`src/logic/edm_settings.svh`:
```
`ifndef EDM_SETTINGS_SVH
`define EDM_SETTINGS_SVH

// widths
`define EDM_SAMPLE_W 16 // adc samples, waveform code, us inputs
`define EDM_TIMER_W 32 // state timer and tick counts

// clock and gate timing
`define EDM_TICKS_PER_US 100 // 10 ns clock
`define EDM_DEAD_TIME 10 // ticks between upper and lower device
`define EDM_BUCK_PERIOD 400 // one buck period, 4 us
`define EDM_BUCK_HALF 200 // 180 deg leg offset

// limits
`define EDM_WAIT_MAX 10000 // breakdown wait timeout, ticks
`define EDM_MAX_CURRENT 76 // on total current, twice the sample

// breakdown qualify
`define EDM_BD_VOLTAGE 40 // gap voltage must fall below this
`define EDM_BD_CURRENT 10 // and current must exceed this
`define EDM_BD_TICKS 10 // for this many ticks in a row

// open-loop charge profile
`define EDM_CHARGE_RISE 120 // charge ticks while current builds up
`define EDM_CHARGE_STAND 80 // charge ticks once it stands
`define EDM_RISE_CYCLES 3 // periods at the rise charge time

`endif

```
`src/logic/edm_state_pkg.sv`:
```
package edm_state_pkg;

	// discharge cycle states
	typedef enum logic [2:0]
	{
		S_DEION = 3'd0, // toff, deion switch on
		S_WAIT_BREAKDOWN = 3'd1, // gap under open-circuit voltage
		S_BUCK_INTERLEAVE = 3'd2, // ton via the two buck legs
		S_RES_DISCHARGE = 3'd3 // ton via the resistor leg
	} seq_state_e;

	// half-bridge code, bit 1 upper device, bit 0 lower device
	// 2'b11 would short the bridge and is never used
	typedef enum logic [1:0]
	{
		GATE_OFF = 2'b00,
		GATE_LOW = 2'b01, // lower on
		GATE_HIGH = 2'b10 // upper on
	} gate_e;

endpackage

```
`src/logic/edm_wave_pkg.sv`:
```
package edm_wave_pkg;

	// accepted waveform codes
	typedef enum logic [15:0]
	{
		WAVE_BUCK_OPEN = 16'h0001, // continuous open-loop buck, rectangle
		WAVE_RES = 16'h8000 // resistor discharge
	} wave_e;

	// what the discharge phase will run
	typedef enum logic [1:0]
	{
		DIS_NONE = 2'd0, // unknown code, wait times out
		DIS_BUCK = 2'd1,
		DIS_RES = 2'd2
	} discharge_e;

endpackage

```
`src/logic/pulse_sequencer.sv`:
```
`timescale 1ns/1ps
`include "edm_settings.svh"

module pulse_sequencer
	import edm_state_pkg::*, edm_wave_pkg::*;
(
	input logic clk,
	input logic rst_n,
	input logic machine_on,
	input logic [`EDM_SAMPLE_W-1:0] waveform,
	input logic [`EDM_SAMPLE_W-1:0] ton_us,
	input logic [`EDM_SAMPLE_W-1:0] toff_us,
	input logic signed [`EDM_SAMPLE_W-1:0] sample_current,
	input logic is_breakdown,
	output seq_state_e state,
	output logic [`EDM_TIMER_W-1:0] state_timer,
	output logic [`EDM_TIMER_W-1:0] toff_ticks,
	output logic buck_active,
	output logic wait_active,
	output logic is_operation
);

	logic signed [`EDM_SAMPLE_W:0] total_current; // one extra bit for the doubling
	logic overcurrent;
	logic [`EDM_TIMER_W-1:0] ton_ticks;
	discharge_e dis_kind;
	seq_state_e next_state;

	// sample covers one leg, both legs carry the same
	assign total_current = $signed({sample_current, 1'b0});

	always_ff @(posedge clk or negedge rst_n)
	begin
		if (!rst_n)
		begin
			overcurrent <= 1'b0;
			is_operation <= 1'b0;
		end
		else
		begin
			overcurrent <= (total_current > `EDM_MAX_CURRENT);
			is_operation <= machine_on && !overcurrent; // second stage, 2 cycles total
		end
	end

	// us to clock ticks
	always_ff @(posedge clk or negedge rst_n)
	begin
		if (!rst_n)
		begin
			ton_ticks <= '0;
			toff_ticks <= '0;
		end
		else
		begin
			ton_ticks <= `EDM_TIMER_W'(ton_us) * `EDM_TICKS_PER_US;
			toff_ticks <= `EDM_TIMER_W'(toff_us) * `EDM_TICKS_PER_US;
		end
	end

	always_comb
	begin
		case (wave_e'(waveform))
			WAVE_BUCK_OPEN: dis_kind = DIS_BUCK;
			WAVE_RES: dis_kind = DIS_RES;
			default: dis_kind = DIS_NONE; // never discharges, times out
		endcase
	end

	always_comb
	begin
		next_state = state; // stay by default
		case (state)
			S_DEION:
				if (state_timer >= toff_ticks && is_operation)
					next_state = S_WAIT_BREAKDOWN;
			S_WAIT_BREAKDOWN:
			begin
				if (is_breakdown && is_operation && state_timer <= `EDM_WAIT_MAX
					&& dis_kind == DIS_BUCK)
					next_state = S_BUCK_INTERLEAVE;
				else if (is_breakdown && is_operation && state_timer <= `EDM_WAIT_MAX
					&& dis_kind == DIS_RES)
					next_state = S_RES_DISCHARGE;
				else if (state_timer > `EDM_WAIT_MAX || !is_operation)
					next_state = S_DEION; // timeout or machine stopped
			end
			S_BUCK_INTERLEAVE:
				if (state_timer >= ton_ticks)
					next_state = S_DEION; // buck runs its full ton
			S_RES_DISCHARGE:
				if (state_timer >= ton_ticks || !is_operation)
					next_state = S_DEION;
			default:
				next_state = S_DEION;
		endcase
	end

	always_ff @(posedge clk or negedge rst_n)
	begin
		if (!rst_n)
			state <= S_DEION;
		else
			state <= next_state;
	end

	// single timer shared by all states
	always_ff @(posedge clk or negedge rst_n)
	begin
		if (!rst_n)
			state_timer <= '0;
		else if (next_state != state)
			state_timer <= '0; // 0 on the first tick of the new state
		else
			state_timer <= state_timer + 1'b1;
	end

	assign buck_active = (state == S_BUCK_INTERLEAVE);
	assign wait_active = (state == S_WAIT_BREAKDOWN);

	// a discharge only ever follows a detected breakdown
	deion_never_skips_wait: assert property (@(posedge clk) disable iff (!rst_n)
		state == S_DEION |=> state inside {S_DEION, S_WAIT_BREAKDOWN});

endmodule

```
`src/logic/breakdown_detector.sv`:
```
`timescale 1ns/1ps
`include "edm_settings.svh"

module breakdown_detector
(
	input logic clk,
	input logic rst_n,
	input logic wait_active,
	input logic signed [`EDM_SAMPLE_W-1:0] sample_voltage,
	input logic signed [`EDM_SAMPLE_W-1:0] sample_current,
	output logic is_breakdown
);

	localparam int QUAL_W = $clog2(`EDM_BD_TICKS + 1);

	logic [QUAL_W-1:0] qual_cnt; // consecutive qualifying ticks
	logic sample_ok;

	// gap collapsed and current flowing
	assign sample_ok = wait_active
		&& (sample_voltage < `EDM_BD_VOLTAGE)
		&& (sample_current > `EDM_BD_CURRENT);

	always_ff @(posedge clk or negedge rst_n)
	begin
		if (!rst_n)
			qual_cnt <= '0;
		else if (!sample_ok)
			qual_cnt <= '0; // any miss restarts the count
		else if (qual_cnt != QUAL_W'(`EDM_BD_TICKS))
			qual_cnt <= qual_cnt + 1'b1;
		// else saturate
	end

	// held while the counter sits at the top
	assign is_breakdown = (qual_cnt == QUAL_W'(`EDM_BD_TICKS));

endmodule

```
`src/logic/buck_phase_timer.sv`:
```
`timescale 1ns/1ps
`include "edm_settings.svh"

module buck_phase_timer
	import edm_state_pkg::*;
(
	input logic clk,
	input logic rst_n,
	input logic buck_active,
	output gate_e buck1_code,
	output gate_e buck2_code
);

	localparam int PHASE_W = $clog2(`EDM_BUCK_PERIOD + 1); // holds the idle value too
	localparam int CYCLE_W = 16;

	logic [PHASE_W-1:0] phase0; // 0 deg leg
	logic [PHASE_W-1:0] phase180; // 180 deg leg, idle at period
	logic [CYCLE_W-1:0] cycle_num; // completed periods, saturating
	logic [PHASE_W-1:0] charge0;
	logic [PHASE_W-1:0] charge180;
	logic phase180_idle;

	// off, charge (upper), off, freewheel (lower)
	function automatic gate_e leg_code(input logic [PHASE_W-1:0] c, input logic [PHASE_W-1:0] t);
		if (c < `EDM_DEAD_TIME)
			return GATE_OFF; // lower device turning off
		else if (c < t + `EDM_DEAD_TIME)
			return GATE_HIGH;
		else if (c < t + 2 * `EDM_DEAD_TIME)
			return GATE_OFF; // upper device turning off
		return GATE_LOW;
	endfunction

	always_ff @(posedge clk or negedge rst_n)
	begin
		if (!rst_n)
		begin
			phase0 <= '0;
			phase180 <= PHASE_W'(`EDM_BUCK_PERIOD);
			cycle_num <= '0;
			charge180 <= '0;
		end
		else if (!buck_active)
		begin
			phase0 <= '0;
			phase180 <= PHASE_W'(`EDM_BUCK_PERIOD); // idle, past any charge window
			cycle_num <= '0;
		end
		else
		begin
			if (phase0 == PHASE_W'(`EDM_BUCK_PERIOD - 1))
				phase0 <= '0;
			else
				phase0 <= phase0 + 1'b1;
			if (phase0 == PHASE_W'(`EDM_BUCK_PERIOD - 1) && cycle_num != '1)
				cycle_num <= cycle_num + 1'b1;
			if (phase0 == PHASE_W'(`EDM_BUCK_HALF - 1))
			begin
				phase180 <= '0; // half period behind leg 1
				charge180 <= charge0; // constant within the period
			end
			else if (phase180 < PHASE_W'(`EDM_BUCK_PERIOD))
				phase180 <= phase180 + 1'b1;
		end
	end

	// open-loop profile, longer charge while current rises
	assign charge0 = (cycle_num < `EDM_RISE_CYCLES) ? PHASE_W'(`EDM_CHARGE_RISE)
		: PHASE_W'(`EDM_CHARGE_STAND);
	assign phase180_idle = (phase180 == PHASE_W'(`EDM_BUCK_PERIOD));

	assign buck1_code = leg_code(phase0, charge0);

	always_comb
	begin
		if (phase180_idle)
			buck2_code = GATE_OFF;
		else
		begin
			buck2_code = leg_code(phase180, charge180);
			if (buck2_code == GATE_LOW && cycle_num == '0)
				buck2_code = GATE_OFF; // no freewheel before the first full period
		end
	end

endmodule

```
`src/logic/mosfet_driver.sv`:
```
`timescale 1ns/1ps
`include "edm_settings.svh"

module mosfet_driver
	import edm_state_pkg::*;
(
	input logic clk,
	input logic rst_n,
	input seq_state_e state,
	input logic [`EDM_TIMER_W-1:0] state_timer,
	input logic [`EDM_TIMER_W-1:0] toff_ticks,
	input gate_e buck1_code,
	input gate_e buck2_code,
	output gate_e mosfet_buck1,
	output gate_e mosfet_buck2,
	output gate_e mosfet_res1,
	output gate_e mosfet_res2,
	output logic mosfet_deion
);

	always_ff @(posedge clk or negedge rst_n)
	begin
		if (!rst_n)
		begin
			mosfet_buck1 <= GATE_OFF;
			mosfet_buck2 <= GATE_OFF;
			mosfet_res1 <= GATE_OFF;
			mosfet_res2 <= GATE_OFF;
			mosfet_deion <= 1'b0;
		end
		else
		begin
			case (state)
				S_DEION:
				begin
					if (state_timer < `EDM_DEAD_TIME)
					begin
						// legs arrive in any code, only an upper device needs a gap
						if (mosfet_buck1 == GATE_HIGH)
							mosfet_buck1 <= GATE_OFF;
						if (mosfet_buck2 == GATE_HIGH)
							mosfet_buck2 <= GATE_OFF;
						mosfet_res1 <= GATE_LOW;
						mosfet_res2 <= GATE_LOW;
					end
					else if (state_timer >= toff_ticks - `EDM_DEAD_TIME)
					begin
						mosfet_buck1 <= GATE_OFF; // clear before res1 goes high
						mosfet_buck2 <= GATE_OFF;
						mosfet_res1 <= GATE_OFF;
						mosfet_res2 <= GATE_OFF;
						mosfet_deion <= 1'b0;
					end
					else
					begin
						mosfet_buck1 <= GATE_LOW; // interpulse, lower devices on
						mosfet_buck2 <= GATE_LOW;
						mosfet_res1 <= GATE_LOW;
						mosfet_res2 <= GATE_LOW;
						mosfet_deion <= 1'b1;
					end
				end
				S_WAIT_BREAKDOWN:
				begin
					mosfet_buck1 <= GATE_OFF;
					mosfet_buck2 <= GATE_OFF;
					mosfet_res1 <= GATE_HIGH; // open-circuit voltage on the gap
					mosfet_res2 <= GATE_OFF;
					mosfet_deion <= 1'b0;
				end
				S_BUCK_INTERLEAVE:
				begin
					mosfet_buck1 <= buck1_code;
					mosfet_buck2 <= buck2_code;
				end
				S_RES_DISCHARGE:
					mosfet_res1 <= GATE_HIGH; // discharge through the resistor
				default:
				begin
					mosfet_buck1 <= GATE_OFF;
					mosfet_buck2 <= GATE_OFF;
					mosfet_res1 <= GATE_OFF;
					mosfet_res2 <= GATE_OFF;
					mosfet_deion <= 1'b0;
				end
			endcase
		end
	end

	property legal_code(leg);
		@(posedge clk) disable iff (!rst_n) leg inside {GATE_OFF, GATE_LOW, GATE_HIGH};
	endproperty

	// a leg always passes through off between its two devices
	property dead_time_kept(leg);
		@(posedge clk) disable iff (!rst_n)
			(leg == GATE_LOW |=> leg != GATE_HIGH) and (leg == GATE_HIGH |=> leg != GATE_LOW);
	endproperty

	buck1_legal: assert property (legal_code(mosfet_buck1));
	buck2_legal: assert property (legal_code(mosfet_buck2));
	res1_legal: assert property (legal_code(mosfet_res1));
	res2_legal: assert property (legal_code(mosfet_res2));
	buck1_dead: assert property (dead_time_kept(mosfet_buck1));
	buck2_dead: assert property (dead_time_kept(mosfet_buck2));

endmodule

```
`src/logic/pulse_top.sv`:
```
`timescale 1ns/1ps
`include "edm_settings.svh"

module pulse_top
	import edm_state_pkg::*;
(
	input logic clk,
	input logic rst_n,
	input logic machine_on,
	input logic [`EDM_SAMPLE_W-1:0] waveform,
	input logic [`EDM_SAMPLE_W-1:0] ton_us,
	input logic [`EDM_SAMPLE_W-1:0] toff_us,
	input logic signed [`EDM_SAMPLE_W-1:0] sample_current,
	input logic signed [`EDM_SAMPLE_W-1:0] sample_voltage,
	output gate_e mosfet_buck1,
	output gate_e mosfet_buck2,
	output gate_e mosfet_res1,
	output gate_e mosfet_res2,
	output logic mosfet_deion,
	output logic is_operation,
	output logic is_breakdown
);

	seq_state_e state;
	logic [`EDM_TIMER_W-1:0] state_timer;
	logic [`EDM_TIMER_W-1:0] toff_ticks; // deion end for the driver
	logic buck_active;
	logic wait_active;
	gate_e buck1_code;
	gate_e buck2_code;

	pulse_sequencer u_seq (.clk, .rst_n, .machine_on, .waveform, .ton_us, .toff_us,
		.sample_current, .is_breakdown, .state, .state_timer, .toff_ticks, .buck_active,
		.wait_active, .is_operation);

	breakdown_detector u_bd (.clk, .rst_n, .wait_active, .sample_voltage, .sample_current,
		.is_breakdown);

	buck_phase_timer u_buck (.clk, .rst_n, .buck_active, .buck1_code, .buck2_code);

	mosfet_driver u_drv (.clk, .rst_n, .state, .state_timer, .toff_ticks, .buck1_code,
		.buck2_code, .mosfet_buck1, .mosfet_buck2, .mosfet_res1, .mosfet_res2, .mosfet_deion);

endmodule

```
`config.mk`:
```
export PLATFORM = sky130hd
export DESIGN_NAME = pulse_top
export DESIGN_NICKNAME = d
export VERILOG_FILES = /design/src/logic/edm_state_pkg.sv /design/src/logic/edm_wave_pkg.sv /design/src/logic/pulse_sequencer.sv /design/src/logic/breakdown_detector.sv /design/src/logic/buck_phase_timer.sv /design/src/logic/mosfet_driver.sv /design/src/logic/pulse_top.sv
export VERILOG_INCLUDE_DIRS = /design/src /design/src/logic
export SDC_FILE = /design/constraint.sdc
export NUM_CORES = 1
export LEC_CHECK = 0
export ABC_CLOCK_PERIOD_IN_PS = 4500
export BUFFER_PORTS_ARGS = -buffer_cell sky130_fd_sc_hd__buf_2
export CAP_MARGIN = 20
export CORE_UTILIZATION = 45
export DETAILED_ROUTE_END_ITERATION = 7
export SLEW_MARGIN = 20
export SYNTH_ARGS = -nofsm -noshare
export SYNTH_HDL_FRONTEND = slang
export SYNTH_SLANG_ARGS = --single-unit
```
`constraint.sdc`:
```
create_clock -name clk -period 4.5 [get_ports clk]
set_input_delay 0 -clock clk [delete_from_list [all_inputs] [get_ports clk]]
set_output_delay 0 -clock clk [all_outputs]
set_load 0.005 [all_outputs]
```
## Yosys cells after proc, flatten, opt, wreduce, memory -nomap -nowiden

Index checks and enable logic that the tools add are counted.

- Eq/ne operators: 23
- Bitwise gates (word level): 2
- Multiply operators: 2
- Add/subtract/negate cells: 10
- Multiplexer cells: 50
- Reduce and logical (&&, ||, !) cells: 22
- $lt $le $gt $ge: 17

Operator list:

| operator | count |
|---|---|
| < comparator 9 x 32 -> 1 bit | 4 |
| >= comparator 32 x 23 -> 1 bit | 2 |
| two-way mux 9 bit | 5 |
| multiplier 16 x 5 -> 21 bit (second input constant) | 2 |
| adder 32 x 1 -> 32 bit (second input constant) | 1 |
| >= comparator 32 bit | 1 |
| greater-than comparator 32 x 14 -> 1 bit (second input constant) | 1 |
| less-or-equal comparator 32 x 14 -> 1 bit (second input constant) | 1 |
| < comparator 32 x 4 -> 1 bit (second input constant) | 1 |
| two-way mux 16 bit | 2 |
| two-way mux 2 bit | 16 |
| two-way mux 32 bit | 1 |
| subtractor 23 x 4 -> 24 bit (second input constant) | 1 |
| adder 9 x 4 -> 10 bit (second input constant) | 2 |
| adder 9 x 5 -> 10 bit (second input constant) | 2 |
| adder 9 x 1 -> 9 bit (second input constant) | 2 |
| equality test 9 bit (second input constant) | 2 |
| < comparator 9 x 4 -> 1 bit (second input constant) | 2 |
| two-way mux 3 bit | 6 |
| case mux 2 bit (3 select lines) | 3 |
| greater-than comparator 17 x 8 -> 1 bit (second input constant) | 1 |
| adder 16 x 1 -> 16 bit (second input constant) | 1 |
| equality test 16 x 1 -> 1 bit (second input constant) | 1 |
| equality test 16 bit (second input constant) | 1 |
| other kinds (30) | 65 |

- Flip-flop bits (word level): 135
- Logic and storage cells: 142
- Output and inout bits: 11
- Input bits: 83

## Longest topological paths before layout

Gate-level depths: netlist (run 1).

- Depth in word-level cells: 13
- Gate-level depth with buffers: 16
- Gate-level depth less buffers: 16

## Hierarchy

Synthesis (run 1) repeated with hierarchy kept, for this count alone.

- Cell total of the unflattened synthesis: 1265
- Area total of the unflattened synthesis: 11631.2 um^2

By module, submodules not included:

| module | area an instance (um^2) | cells an instance | instances |
|---|---|---|---|
| pulse_sequencer | 7338.3 | 777 | 1 |
| buck_phase_timer | 2383.5 | 255 | 1 |
| mosfet_driver | 1616.6 | 201 | 1 |
| breakdown_detector | 292.8 | 32 | 1 |

## Worst setup path after synthesis (run 1)

OpenSTA, ideal clock, no wires.

- Kind: register to register
- Start point: register u_seq.toff_ticks[9]
- End point: register u_drv.mosfet_buck2[0]
- Arrival time: 3.792 ns
- Clock period less this slack: 3.908 ns
- Buffers on the path: 0
- Cell stages (with the launch flop): 17
- Setup time: 0.116 ns
- Setup slack: 0.592 ns
- Required time: 4.384 ns
- Path through: dfrtp_1 > or3_4 > or3_4 > nor2_4 > nand3_2 > or3_1 > or3_4 > nor3_4 > nand3_1 > ha_1 > a21o_1 > a21o_1 > a21oi_1 > nand2b_1 > o31ai_1 > nand3b_1 > o311ai_0

- Cells in the longest elaborated chain, start to end: 5

Ends and longest elaborated chain:

| what | line | RTL |
|---|---|---|
| start: declaration | pulse_sequencer.sv:17 | `` output logic [`EDM_TIMER_W-1:0] toff_ticks, `` |
| start signal: assignment | pulse_sequencer.sv:57 | `` toff_ticks <= `EDM_TIMER_W'(toff_us) * `EDM_TICKS_PER_US; `` |
| subtractor 23 x 4 -> 24 bit (no line) | - |  |
| >= comparator 32 bit (no line) | - |  |
| two-way mux 1 bit | mosfet_driver.sv:46 | `` else if (state_timer >= toff_ticks - `EDM_DEAD_TIME) `` |
| two-way mux 2 bit | mosfet_driver.sv:36 | `` if (state_timer < `EDM_DEAD_TIME) `` |
| case mux 2 bit (3 select lines) | mosfet_driver.sv:33 | `case (state)` |
| end signal: assignment | mosfet_driver.sv:74 | `mosfet_buck2 <= buck2_code;` |
| end: declaration | mosfet_driver.sv:15 | `output gate_e mosfet_buck2,` |

Every way passes these cells.
A chain may end at the register's enable or synchronous reset.

## Worst setup path in the final report (run 1)

- Start point: register u_seq.toff_ticks[5]
- End point: register u_drv.mosfet_buck2[0]

The elaborated chain is that of the path after synthesis.

==> reports/results.txt, run 1 <==
Clock Tree Buf Depth = 2
Final period util = 90.3%
Leak Pwr = 6.56 nW
fin util = 53.2%
met1 Use GR = 24.9%
Via density = 5.11
Pwr Density = 324 nW/um^2
Via Count = 8,490
antenna cells = 0
Hold WS = 50.3 ps
Worst path slowest cell = or3_1
status = complete, no violations
Ys Warns = 0
H-tree Lvls = 4
commonest non-fill, non-tap cells in the layout = ha_1 (207), inv_1 (170), dfrtp_1 (124)
clock sinks = 127
initial antenna violation count = 0
Post-synth EDFFs = 0
largest cells by area after synthesis = dfrtp_1 (28%), ha_1 (24%), inv_1 (5.8%)
FMAX = 0.246 GHz
Fin. Hold Viols = 0
Slew HR = 48.0%
GR peak layer = met2
clk slew on worst S/H paths = 60 ps
cell count after synthesis = 1,209
Peak VDD IR = 249 uV
Cell Chain, Critical Path = or3_1, a211o_1, nor2_4, nand3_2, or3_1, or3_4, nor3_4, nand3_1, ha_1, a21o_1, a21o_1, a21oi_1, nand2b_1, o31ai_2, nand3b_1, o311ai_0
Die Ht = 158 microns
Initial Util = 46.3%
Final Wtd Congestion = 0.875
P_sw = 0.00130 W
port buffer count = 89
Pre-Repair DR Iteration Count = 5
commonest non-fill, non-tap cell in the layout = ha_1
CTS Buf Count = 17
Yosys top cell area share = 28.3%
slack of the critical path = 436 ps
min-delay worst type = primary input to flip-flop
Worst-Margin Slew = 761 ps
global-route met2 utilization = 32.9%
Site Rows = 56
antenna-violating nets left = 0
post-synthesis sequential area ratio = 29.0%
first-pass GRT wire length = 38,100 microns
Arr. time, crit path = 4370 ps
RSZ-0062 raised after global routing = no
Clk Latency, worst-skew pair = 420 ps
Fill cells = 2,293
FF+latch count, synth = 127
routed len/inst = 13.5 microns
Final min period = 4060 ps
# IOs = 94
CTS tree = built
routed wire length = 22,500 microns
CP Data Required Time = 4810 ps
crit start category = flip-flop
share of cells above drive strength 1 = 11.0%
Placement Setup Slack = 330 ps
Sum Neg Setup Slack = 0 ps
async set-reset flop share out of synthesis = 100%
Yosys top cell by area = dfrtp_1
clock share of power = 34.7%
Pwr Total = 0.00408 W
CP max stage delay = 420 ps
clock root buffer = clkbuf_16
post-synthesis to final-layout area growth = 14.9%
Final Max Tran Viols = 0
DRC = 0
CP Max Fanout = 4
register share of total power = 34.5%
pin count of the biggest net entering global routing = 47
die area = 25,000 sq um
combinational power share = 30.8%
Setup Buffers After CTS = 0
Tot GR Track Use = 19.2%
HPWL Detailed = 18,000 microns
switching portion of total power = 31.9%
Setup CP Type = flip-flop to flip-flop
Int Power = 0.00278 W
met3 usage = 2.85%
Cell variety after synth = 63
Setup violations, final = 0
die width = 158 microns
total gr overflow = 0
Clock Skews = 9.06 ps
top_reg_cell synth = dfrtp_1
maxcap violations = 0
core area = 23,700 sq um
CP Capture Type = flip-flop
area of the mapped netlist = 11,000 sq um
detailed router's first-iteration violation count = 350
fin nets = 1,642
vias in the first global route = 8,074
Mean Syn Cell Area = 9.07 sq um
## worst max-delay path, delay by kind of cell, from the launching register on
kind / cells / cell delay, ps
simple gates: 9 / 1970
compound gates: 6 / 1240
flops: 1 / 410
fa+ha+maj: 1 / 330
## synthesized netlist by cell type, drive strengths merged (23+ instances only)
| library cell | count |
|---|---|
| ha | 207 |
| inv | 170 |
| dfrtp | 124 |
| nor2 | 121 |
| nand2 | 61 |
| xnor2 | 61 |
| a21oi | 53 |
| xor2 | 48 |
| nand3 | 38 |
| o21ai | 35 |
| nor3 | 32 |
| a21o | 29 |
| nand4 | 23 |
## through the flow
step / std cells / instance area, sq um
floorplan: 1210 / 11000
global placement: 1613 / 11800
detailed placement: 1613 / 11800
CTS: 1661 / 12600
global route: 1662 / 12600
finish: 1662 / 12600
## registers in the layout, summed over array words and instances, names as in the netlist
signal	cells
u_drv.mosfet_deion	1
u_buck.cycle_num	16
u_bd.qual_cnt	4
u_drv.mosfet_res1	2
u_seq.is_operation	1
u_buck.phase180	9
u_seq.ton_ticks	21
u_drv.mosfet_buck1	2
u_seq.overcurrent	1
u_buck.phase0	9
u_buck.charge180	2
u_seq.state	3
u_seq.toff_ticks	21
u_seq.state_timer	32
u_drv.mosfet_buck2	2
u_drv.mosfet_res2	1
## logic make-up (layout without fill, tap and decap cells)
logic type | after synthesis | in the layout | share of synthesized area, %
other | 1 | 2 | 0.0342
and+or+nand+nor | 377 | 377 | 17.4
DFF | 127 | 127 | 29.0
buffers and inverters | 181 | 314 | 6.26
adders and majority gates | 229 | 229 | 27.6
AOI/OAI and AO/OA | 185 | 185 | 11.0
xor gates and xnor gates | 109 | 109 | 8.70
## metal layers
| metal | part of all wire [%] | routed length (microns) | up-vias |
|---|---|---|---|
| met4 | 0.82 | 185 | 0 |
| met3 | 2.7 | 604 | 12 |
| met2 | 48 | 10800 | 89 |
| li1 | - | - | 4402 |
| met5 | 0 | 0 | - |
| met1 | 48 | 10900 | 3987 |
## final cells by class
cell class                 instances  area [sq um]  area share, %
multi-input combinational        902          7110           56.4
sequential                       127          3180           25.3
timing repair buffer             112           663           5.26
inverter                         170           638           5.06
clock buffer                      22           474           3.76
tap                              319           399           3.17
clock inverter                    10           135           1.07
## worst paths after layout
path | slack (ps) | cells after the start | from | endpoint
setup / recovery | 440 | 16 | u_seq.toff_ticks[5] | u_drv.mosfet_buck2[0]
hold / removal | 50 | 6 | waveform[11] | u_seq.state[0]
setup reg to reg | 440 | 16 | u_seq.toff_ticks[5] | u_drv.mosfet_buck2[0]
hold reg to reg | 390 | 1 | u_seq.overcurrent | u_seq.is_operation
max in group asynchronous | 3380 | 3 | rst_n | u_seq.toff_ticks[13]
min in group asynchronous | 120 | 2 | rst_n | u_buck.phase180[0]
## what timing repair did
item	CTS	global route
resized for setup	0	1
setup endpoints to repair	0	1
endpoints found under the hold margin	62	1
hold buffers	16	1
## power by group through the flow
stage / clock (W) / combinational (W) / sequential (W)
global placement: 0 / 0.00124 / 0.00142
CTS: 0.00144 / 0.00128 / 0.00141
finish: 0.00141 / 0.00126 / 0.00141
global route: 0.00149 / 0.00146 / 0.00143
floorplan: 0 / 0.000975 / 0.00139
detailed placement: 0 / 0.00126 / 0.00143
(Power assumes the default switching activity.)
==> run 2: changes to the inputs <==
- CELL_PAD_IN_SITES_DETAIL_PLACEMENT: unset -> 0
- CELL_PAD_IN_SITES_GLOBAL_PLACEMENT: unset -> 2
- CORE_UTILIZATION: 45 -> 39
- PLACE_DENSITY_LB_ADDON: unset -> 0.1
==> run 2 against run 1 <==
Against the previous run: non-clock buffer count decreased by 1; global-route usage is 1.2 points lower; maximum frequency down 0.32%; cell count rose by 3.5%; count of clock-buffer cells in the layout is 1 lower; critical endpoint unchanged; first-iteration DRC count increased by 0.86%; largest power group unchanged; clock skew up 1.9 ps.
==> reports/results.txt, run 2 (synthesis results as in run 1) <==
Pwr Density = 314 nW/um^2
Clock Tree Buf Depth = 2
pin count of the biggest net entering global routing = 51
Via Count = 8,429
Final Max Tran Viols = 0
antenna cells = 0
Final min period = 4080 ps
RSZ-0062 raised after global routing = no
Via density = 4.90
vias in the first global route = 8,332
switching portion of total power = 33.5%
Arr. time, crit path = 4380 ps
H-tree Lvls = 4
Int Power = 0.00263 W
CP Data Required Time = 4800 ps
CP Max Fanout = 4
Leak Pwr = 6.53 nW
Fill cells = 2,805
routed wire length = 24,200 microns
DRC = 0
# IOs = 94
Pre-Repair DR Iteration Count = 4
Slew HR = 37.9%
Clk Latency, worst-skew pair = 420 ps
CTS tree = built
commonest non-fill, non-tap cells in the layout = ha_1 (207), inv_1 (170), dfrtp_1 (124)
Die Ht = 170 microns
Final period util = 90.6%
share of cells above drive strength 1 = 11.0%
Final Wtd Congestion = 0.809
P_sw = 0.00133 W
register share of total power = 35.7%
Clock Skews = 11.0 ps
max FFs per register = 32
clock sinks = 127
Site Rows = 61
Sum Neg Setup Slack = 0 ps
Peak VDD IR = 240 uV
post-synthesis to final-layout area growth = 14.9%
min-delay worst type = primary input to flip-flop
core area = 27,700 sq um
routed len/inst = 14.1 microns
clock share of power = 32.4%
port buffer count = 89
CP Capture Type = flip-flop
detailed router's first-iteration violation count = 353
Initial Util = 39.6%
HPWL Detailed = 19,800 microns
initial antenna violation count = 0
total gr overflow = 0
clk slew on worst S/H paths = 60 ps
Setup CP Type = flip-flop to flip-flop
antenna-violating nets left = 0
status = complete, no violations
Worst-Margin Slew = 928 ps
die width = 170 microns
Tot GR Track Use = 18.0%
Setup Buffers After CTS = 0
die area = 28,800 sq um
fin nets = 1,641
fin util = 45.5%
Fin. Hold Viols = 0
FMAX = 0.245 GHz
Pwr Total = 0.00396 W
crit start category = flip-flop
largest registers = u_seq.state_timer x32, u_seq.toff_ticks x21, u_seq.ton_ticks x21
combinational power share = 31.9%
first-pass GRT wire length = 41,400 microns
CTS Buf Count = 17
Largest Register = u_seq.state_timer
clock root buffer = clkbuf_16
Setup violations, final = 0
maxcap violations = 0
commonest non-fill, non-tap cell in the layout = ha_1
==> run 2: cell count changes in the layout (fill, tap and decap cells not counted) <==
| cell | delta |
|---|---|
| dlygate4sd3_1 | -1 |
| clkinv_4 | +1 |
| clkbuf_8 | -2 |
| o211ai_4 | +1 |
| bufinv_16 | -2 |
| clkbuf_1 | +1 |
| clkinv_2 | +2 |
| o211ai_2 | -1 |
==> run 2: stage by stage <==
step	hold WS [ps]	setup WS (ps)	std cells	cell area (sq um)
5_1_grt	53.9	76.8	1720	12600
2_1_floorplan	-296	592	1210	11000
6_report	19.7	423	1720	12600
3_5_place_dp	-17.3	273	1672	11900
4_1_cts	11.6	251	1720	12600
3_3_place_gp	-19.2	346	1672	11900
==> run 2: path summary, 6_finish.rpt <==
check                                     from                    end  slack [ps]  cells past startpoint
setup / recovery           u_seq.toff_ticks[5]  u_drv.mosfet_buck2[0]         420                     16
hold / removal                       ton_us[4]     u_seq.ton_ticks[6]          20                      3
setup reg to reg           u_seq.toff_ticks[5]  u_drv.mosfet_buck2[0]         420                     16
hold reg to reg              u_seq.overcurrent     u_seq.is_operation         390                      1
max in group asynchronous                rst_n    u_buck.cycle_num[0]        3390                      3
min in group asynchronous                rst_n     u_buck.phase180[2]          60                      2
==> run 2: area by class of cell <==
class / instances / area (sq um) / area share, %
Clock buffer: 21 / 450 / 3.57
Clock inverter: 11 / 93.8 / 0.744
Inverter: 170 / 638 / 5.06
Multi-Input combinational cell: 902 / 7120 / 56.5
Sequential cell: 127 / 3180 / 25.2
Tap cell: 378 / 473 / 3.75
Timing Repair Buffer: 111 / 653 / 5.18
==> run 2: timing repair <==
item,in CTS,in global routing
setup endpoints to repair,0,2
hold buffers,16,0
resized for setup,0,1
hold endpoints to repair,54,0
==> run 2: critical path, stage by stage (launching register included) <==
cell	delay, ps
dfrtp_1	410
or3_1	420
a211o_1	350
nor2_4	140
nand3_2	100
or3_1	350
or3_4	370
nor3_4	160
nand3_1	160
ha_1	320
a21o_1	170
a21o_1	170
a21oi_1	190
nand2b_1	90
o31ai_2	250
nand3b_1	180
o311ai_0	120
==> run 2: routing by layer <==
layer  share of wire, %  track usage [%]  up-vias
met3                1.6             2.03       25
li1                   -                -     4403
met4                1.6             5.88        0
met5                  0                0        -
met2                 48             31.2       81
met1                 48             23.4     3920
==> run 2: power groups by stage <==
stage               Clock [W]  Combinational, W  Sequential (W)
finish                0.00128           0.00126         0.00141
global route          0.00138           0.00149         0.00143
CTS                   0.00132           0.00129         0.00141
detailed placement          0           0.00127         0.00143
global placement            0           0.00127         0.00143
floorplan                   0          0.000975         0.00139
==> run 3: changes to the inputs <==
- ABC_AREA: unset -> 1
- CORE_UTILIZATION: 39 -> 31
==> run 3 against run 2 <==
Against the previous run: total power is 4.3% higher; first-iteration DRC count decreased by 27%; critical path type unchanged; maximum frequency is 10% higher; critical endpoint is now u_drv.mosfet_buck1[0]; via count up 14%; count of clock-buffer cells in the layout shrank 2.
==> reports/results.txt, run 3 <==
maxcap violations = 0
detailed router's first-iteration violation count = 257
status = complete, no violations
share of cells above drive strength 1 = 12.9%
Tot GR Track Use = 16.0%
FF-to-FF End = u_drv.mosfet_buck1[0]
crit path capture = u_drv.mosfet_buck1[0]
Clk Latency, worst-skew pair = 430 ps
Final min period = 3700 ps
Setup Buffers After CTS = 0
Peak VDD IR = 216 uV
largest cells by area after synthesis = dfrtp_1 (26%), ha_1 (22%), inv_1 (8.9%)
cell depth of the worst flop-to-flop path = 19
H-tree Lvls = 4
antenna cells = 0
post-synthesis to final-layout area growth = 14.7%
# IOs = 94
Arr. time, crit path = 4020 ps
top_reg_cell synth = dfrtp_1
area of the mapped netlist = 12,000 sq um
simple-gate portion of the synthesized area = 24.1%
Resize count post-CTS = 0
min-delay worst type = primary input to flip-flop
Pre-Repair DR Iteration Count = 4
port buffer count = 89
Commonest cells post-synth = inv_1 (285), nand2_1 (213), ha_1 (207)
DRC = 0
HPWL Detailed = 24,100 microns
CP Data Required Time = 4820 ps
first-pass GRT wire length = 49,300 microns
FF+latch count, synth = 127
vias in the first global route = 9,640
Site Rows = 71
RSZ-0062 raised after global routing = no
met3 usage = 2.24%
crit start category = flip-flop
hold path start = toff_us[15]
routed len/inst = 14.0 microns
commonest non-fill, non-tap cells in the layout = inv_1 (285), nand2_1 (213), ha_1 (207)
Fin. Hold Viols = 0
Clock Tree Buf Depth = 2
Final Max Tran Viols = 0
GR peak layer = met2
Yosys top cell area share = 25.8%
mux contribution to synthesized area = 0%
Placement Setup Slack = 770 ps
clock root buffer = clkbuf_16
die width = 199 microns
Fill cells = 4,092
global-route met2 utilization = 26.7%
Final Wtd Congestion = 0.787
async set-reset flop share out of synthesis = 100%
largest registers = u_seq.state_timer x32, u_seq.toff_ticks x21, u_seq.ton_ticks x21
Initial Util = 31.7%
post-synthesis xor/xnor area fraction = 5.69%
pin count of the biggest net entering global routing = 89
post-synthesis compound-gate area fraction = 8.59%
origin of the worst setup path = u_seq.toff_ticks[2]
max FFs per register = 32
routed wire length = 29,800 microns
Die Ht = 199 microns
CTS Buf Count = 17
die area = 39,500 sq um
Worst-Margin Slew = 880 ps
initial antenna violation count = 0
Setup violations, final = 0
Synth Area in Adders = 25.2%
core area = 37,900 sq um
FMAX = 0.270 GHz
Largest Register = u_seq.state_timer
CP Max Fanout = 9
Leak Pwr = 7.14 nW
post-synthesis sequential area ratio = 26.5%
Cell variety after synth = 57
commonest non-fill, non-tap cell in the layout = inv_1
Setup CP Type = flip-flop to flip-flop
CTS Hold Bufs = 14
Via density = 4.54
Via Count = 9,643
Ys Warns = 0
CP Capture Type = flip-flop
fin util = 36.3%
CTS tree = built
Slew HR = 41.3%
cell count after synthesis = 1,483
Layout Cell Area excl Fill = 13,800 sq um
R2R Setup Slk = 800 ps
reg2reg start = u_seq.toff_ticks[2]
Post-DP Area = 13,100 sq um
Yosys top cell by area = dfrtp_1
Mean Syn Cell Area = 8.10 sq um
count leader, synth = inv_1
Final period util = 82.2%
fin nets = 1,914
met1 Use GR = 21.6%
Clock Skews = 10.0 ps
Sum Neg Setup Slack = 0 ps
Post-synth EDFFs = 0
clk slew on worst S/H paths = 60 ps
largest family of logic cells by synthesized area = adder cells
antenna-violating nets left = 0
clock sinks = 127
Pwr Density = 300 nW/um^2
slack of the critical path = 800 ps
total gr overflow = 0
## run 3: changes by cell type in the layout (fill, tap and decap cells not counted), moves of 10 or more
cell and change:
xor2_1 +20, nor2_4 +37, o21ai_0 +19, inv_1 +115, nand2b_1 -13, nand4_1 +15, xnor2_1 -51, and3_1 -14
nand2_1 +152, nor2b_1 -10, a21o_1 -25, nand3_1 +19, or3_1 -12, a21oi_1 +29
## run 3: area by class of cell
cell class	count	area (sq um)	area share, %
Sequential cell	127	3180	23.1
Multi-Input combinational cell	1059	7660	55.6
Tap cell	511	639	4.64
Inverter	289	1080	7.87
Clock buffer	19	443	3.22
Clock inverter	13	140	1.02
Timing Repair Buffer	108	629	4.57
## run 3: how the worst min path moves through the flow
stage	endpoint	slack [ps]	cells past startpoint
after global placement	u_seq.toff_ticks[2]	150	1
final	u_seq.toff_ticks[22]	70	4
after floorplan	u_bd.qual_cnt[0]	-300	0
after global routing	u_seq.toff_ticks[7]	90	3
after detailed placement	u_seq.toff_ticks[4]	150	1
after CTS	u_seq.toff_ticks[22]	60	4
## run 3: logic make-up after synthesis
family / Yosys count
and+or+nand+nor: 569
buffers and inverters: 298
adders and majority gates: 229
AOI/OAI and AO/OA: 181
DFF: 127
xor gates and xnor gates: 78
other: 1
## run 3: critical path: stages (launching register included)
cell and delay (ps):
dfrtp_1 430, a21oi_2 230, inv_1 80, nor2_2 170
nand3_1 140, nor2_1 120, nand2_1 100, nor3_2 220
and3b_1 250, nand3_1 310, ha_1 450, nand4_1 80
inv_1 70, nand2_1 70, nor4_1 280, nand4_1 140
nand3_1 160, nor2_1 80, nand2_1 110, nand3_1 80
## run 3: stage by stage
stage | total power (W) | cells | hold slack, ps
6_report | 0.00413 | 2126 | 72.2
5_1_grt | 0.00451 | 2126 | 91.8
4_1_cts | 0.00422 | 2126 | 60.5
3_5_place_dp | 0.00278 | 2080 | 152
3_3_place_gp | 0.00278 | 2080 | 152
2_1_floorplan | 0.00241 | 1484 | -296
## run 3: power by group
part	switching, W	internal [W]	total, W	leakage [nW]
clock network	0.000556	0.000830	0.00139	0.275
logic	0.000839	0.000536	0.00138	5.21
registers	0.0000738	0.00129	0.00137	1.65
total	0.00147	0.00266	0.00413	7.14
## run 3: metal layers
metal,up-vias,part of all wire [%]
li1,5066,-
met1,4433,51
met2,126,46
met3,18,2.4
met4,0,1.1
met5,-,0
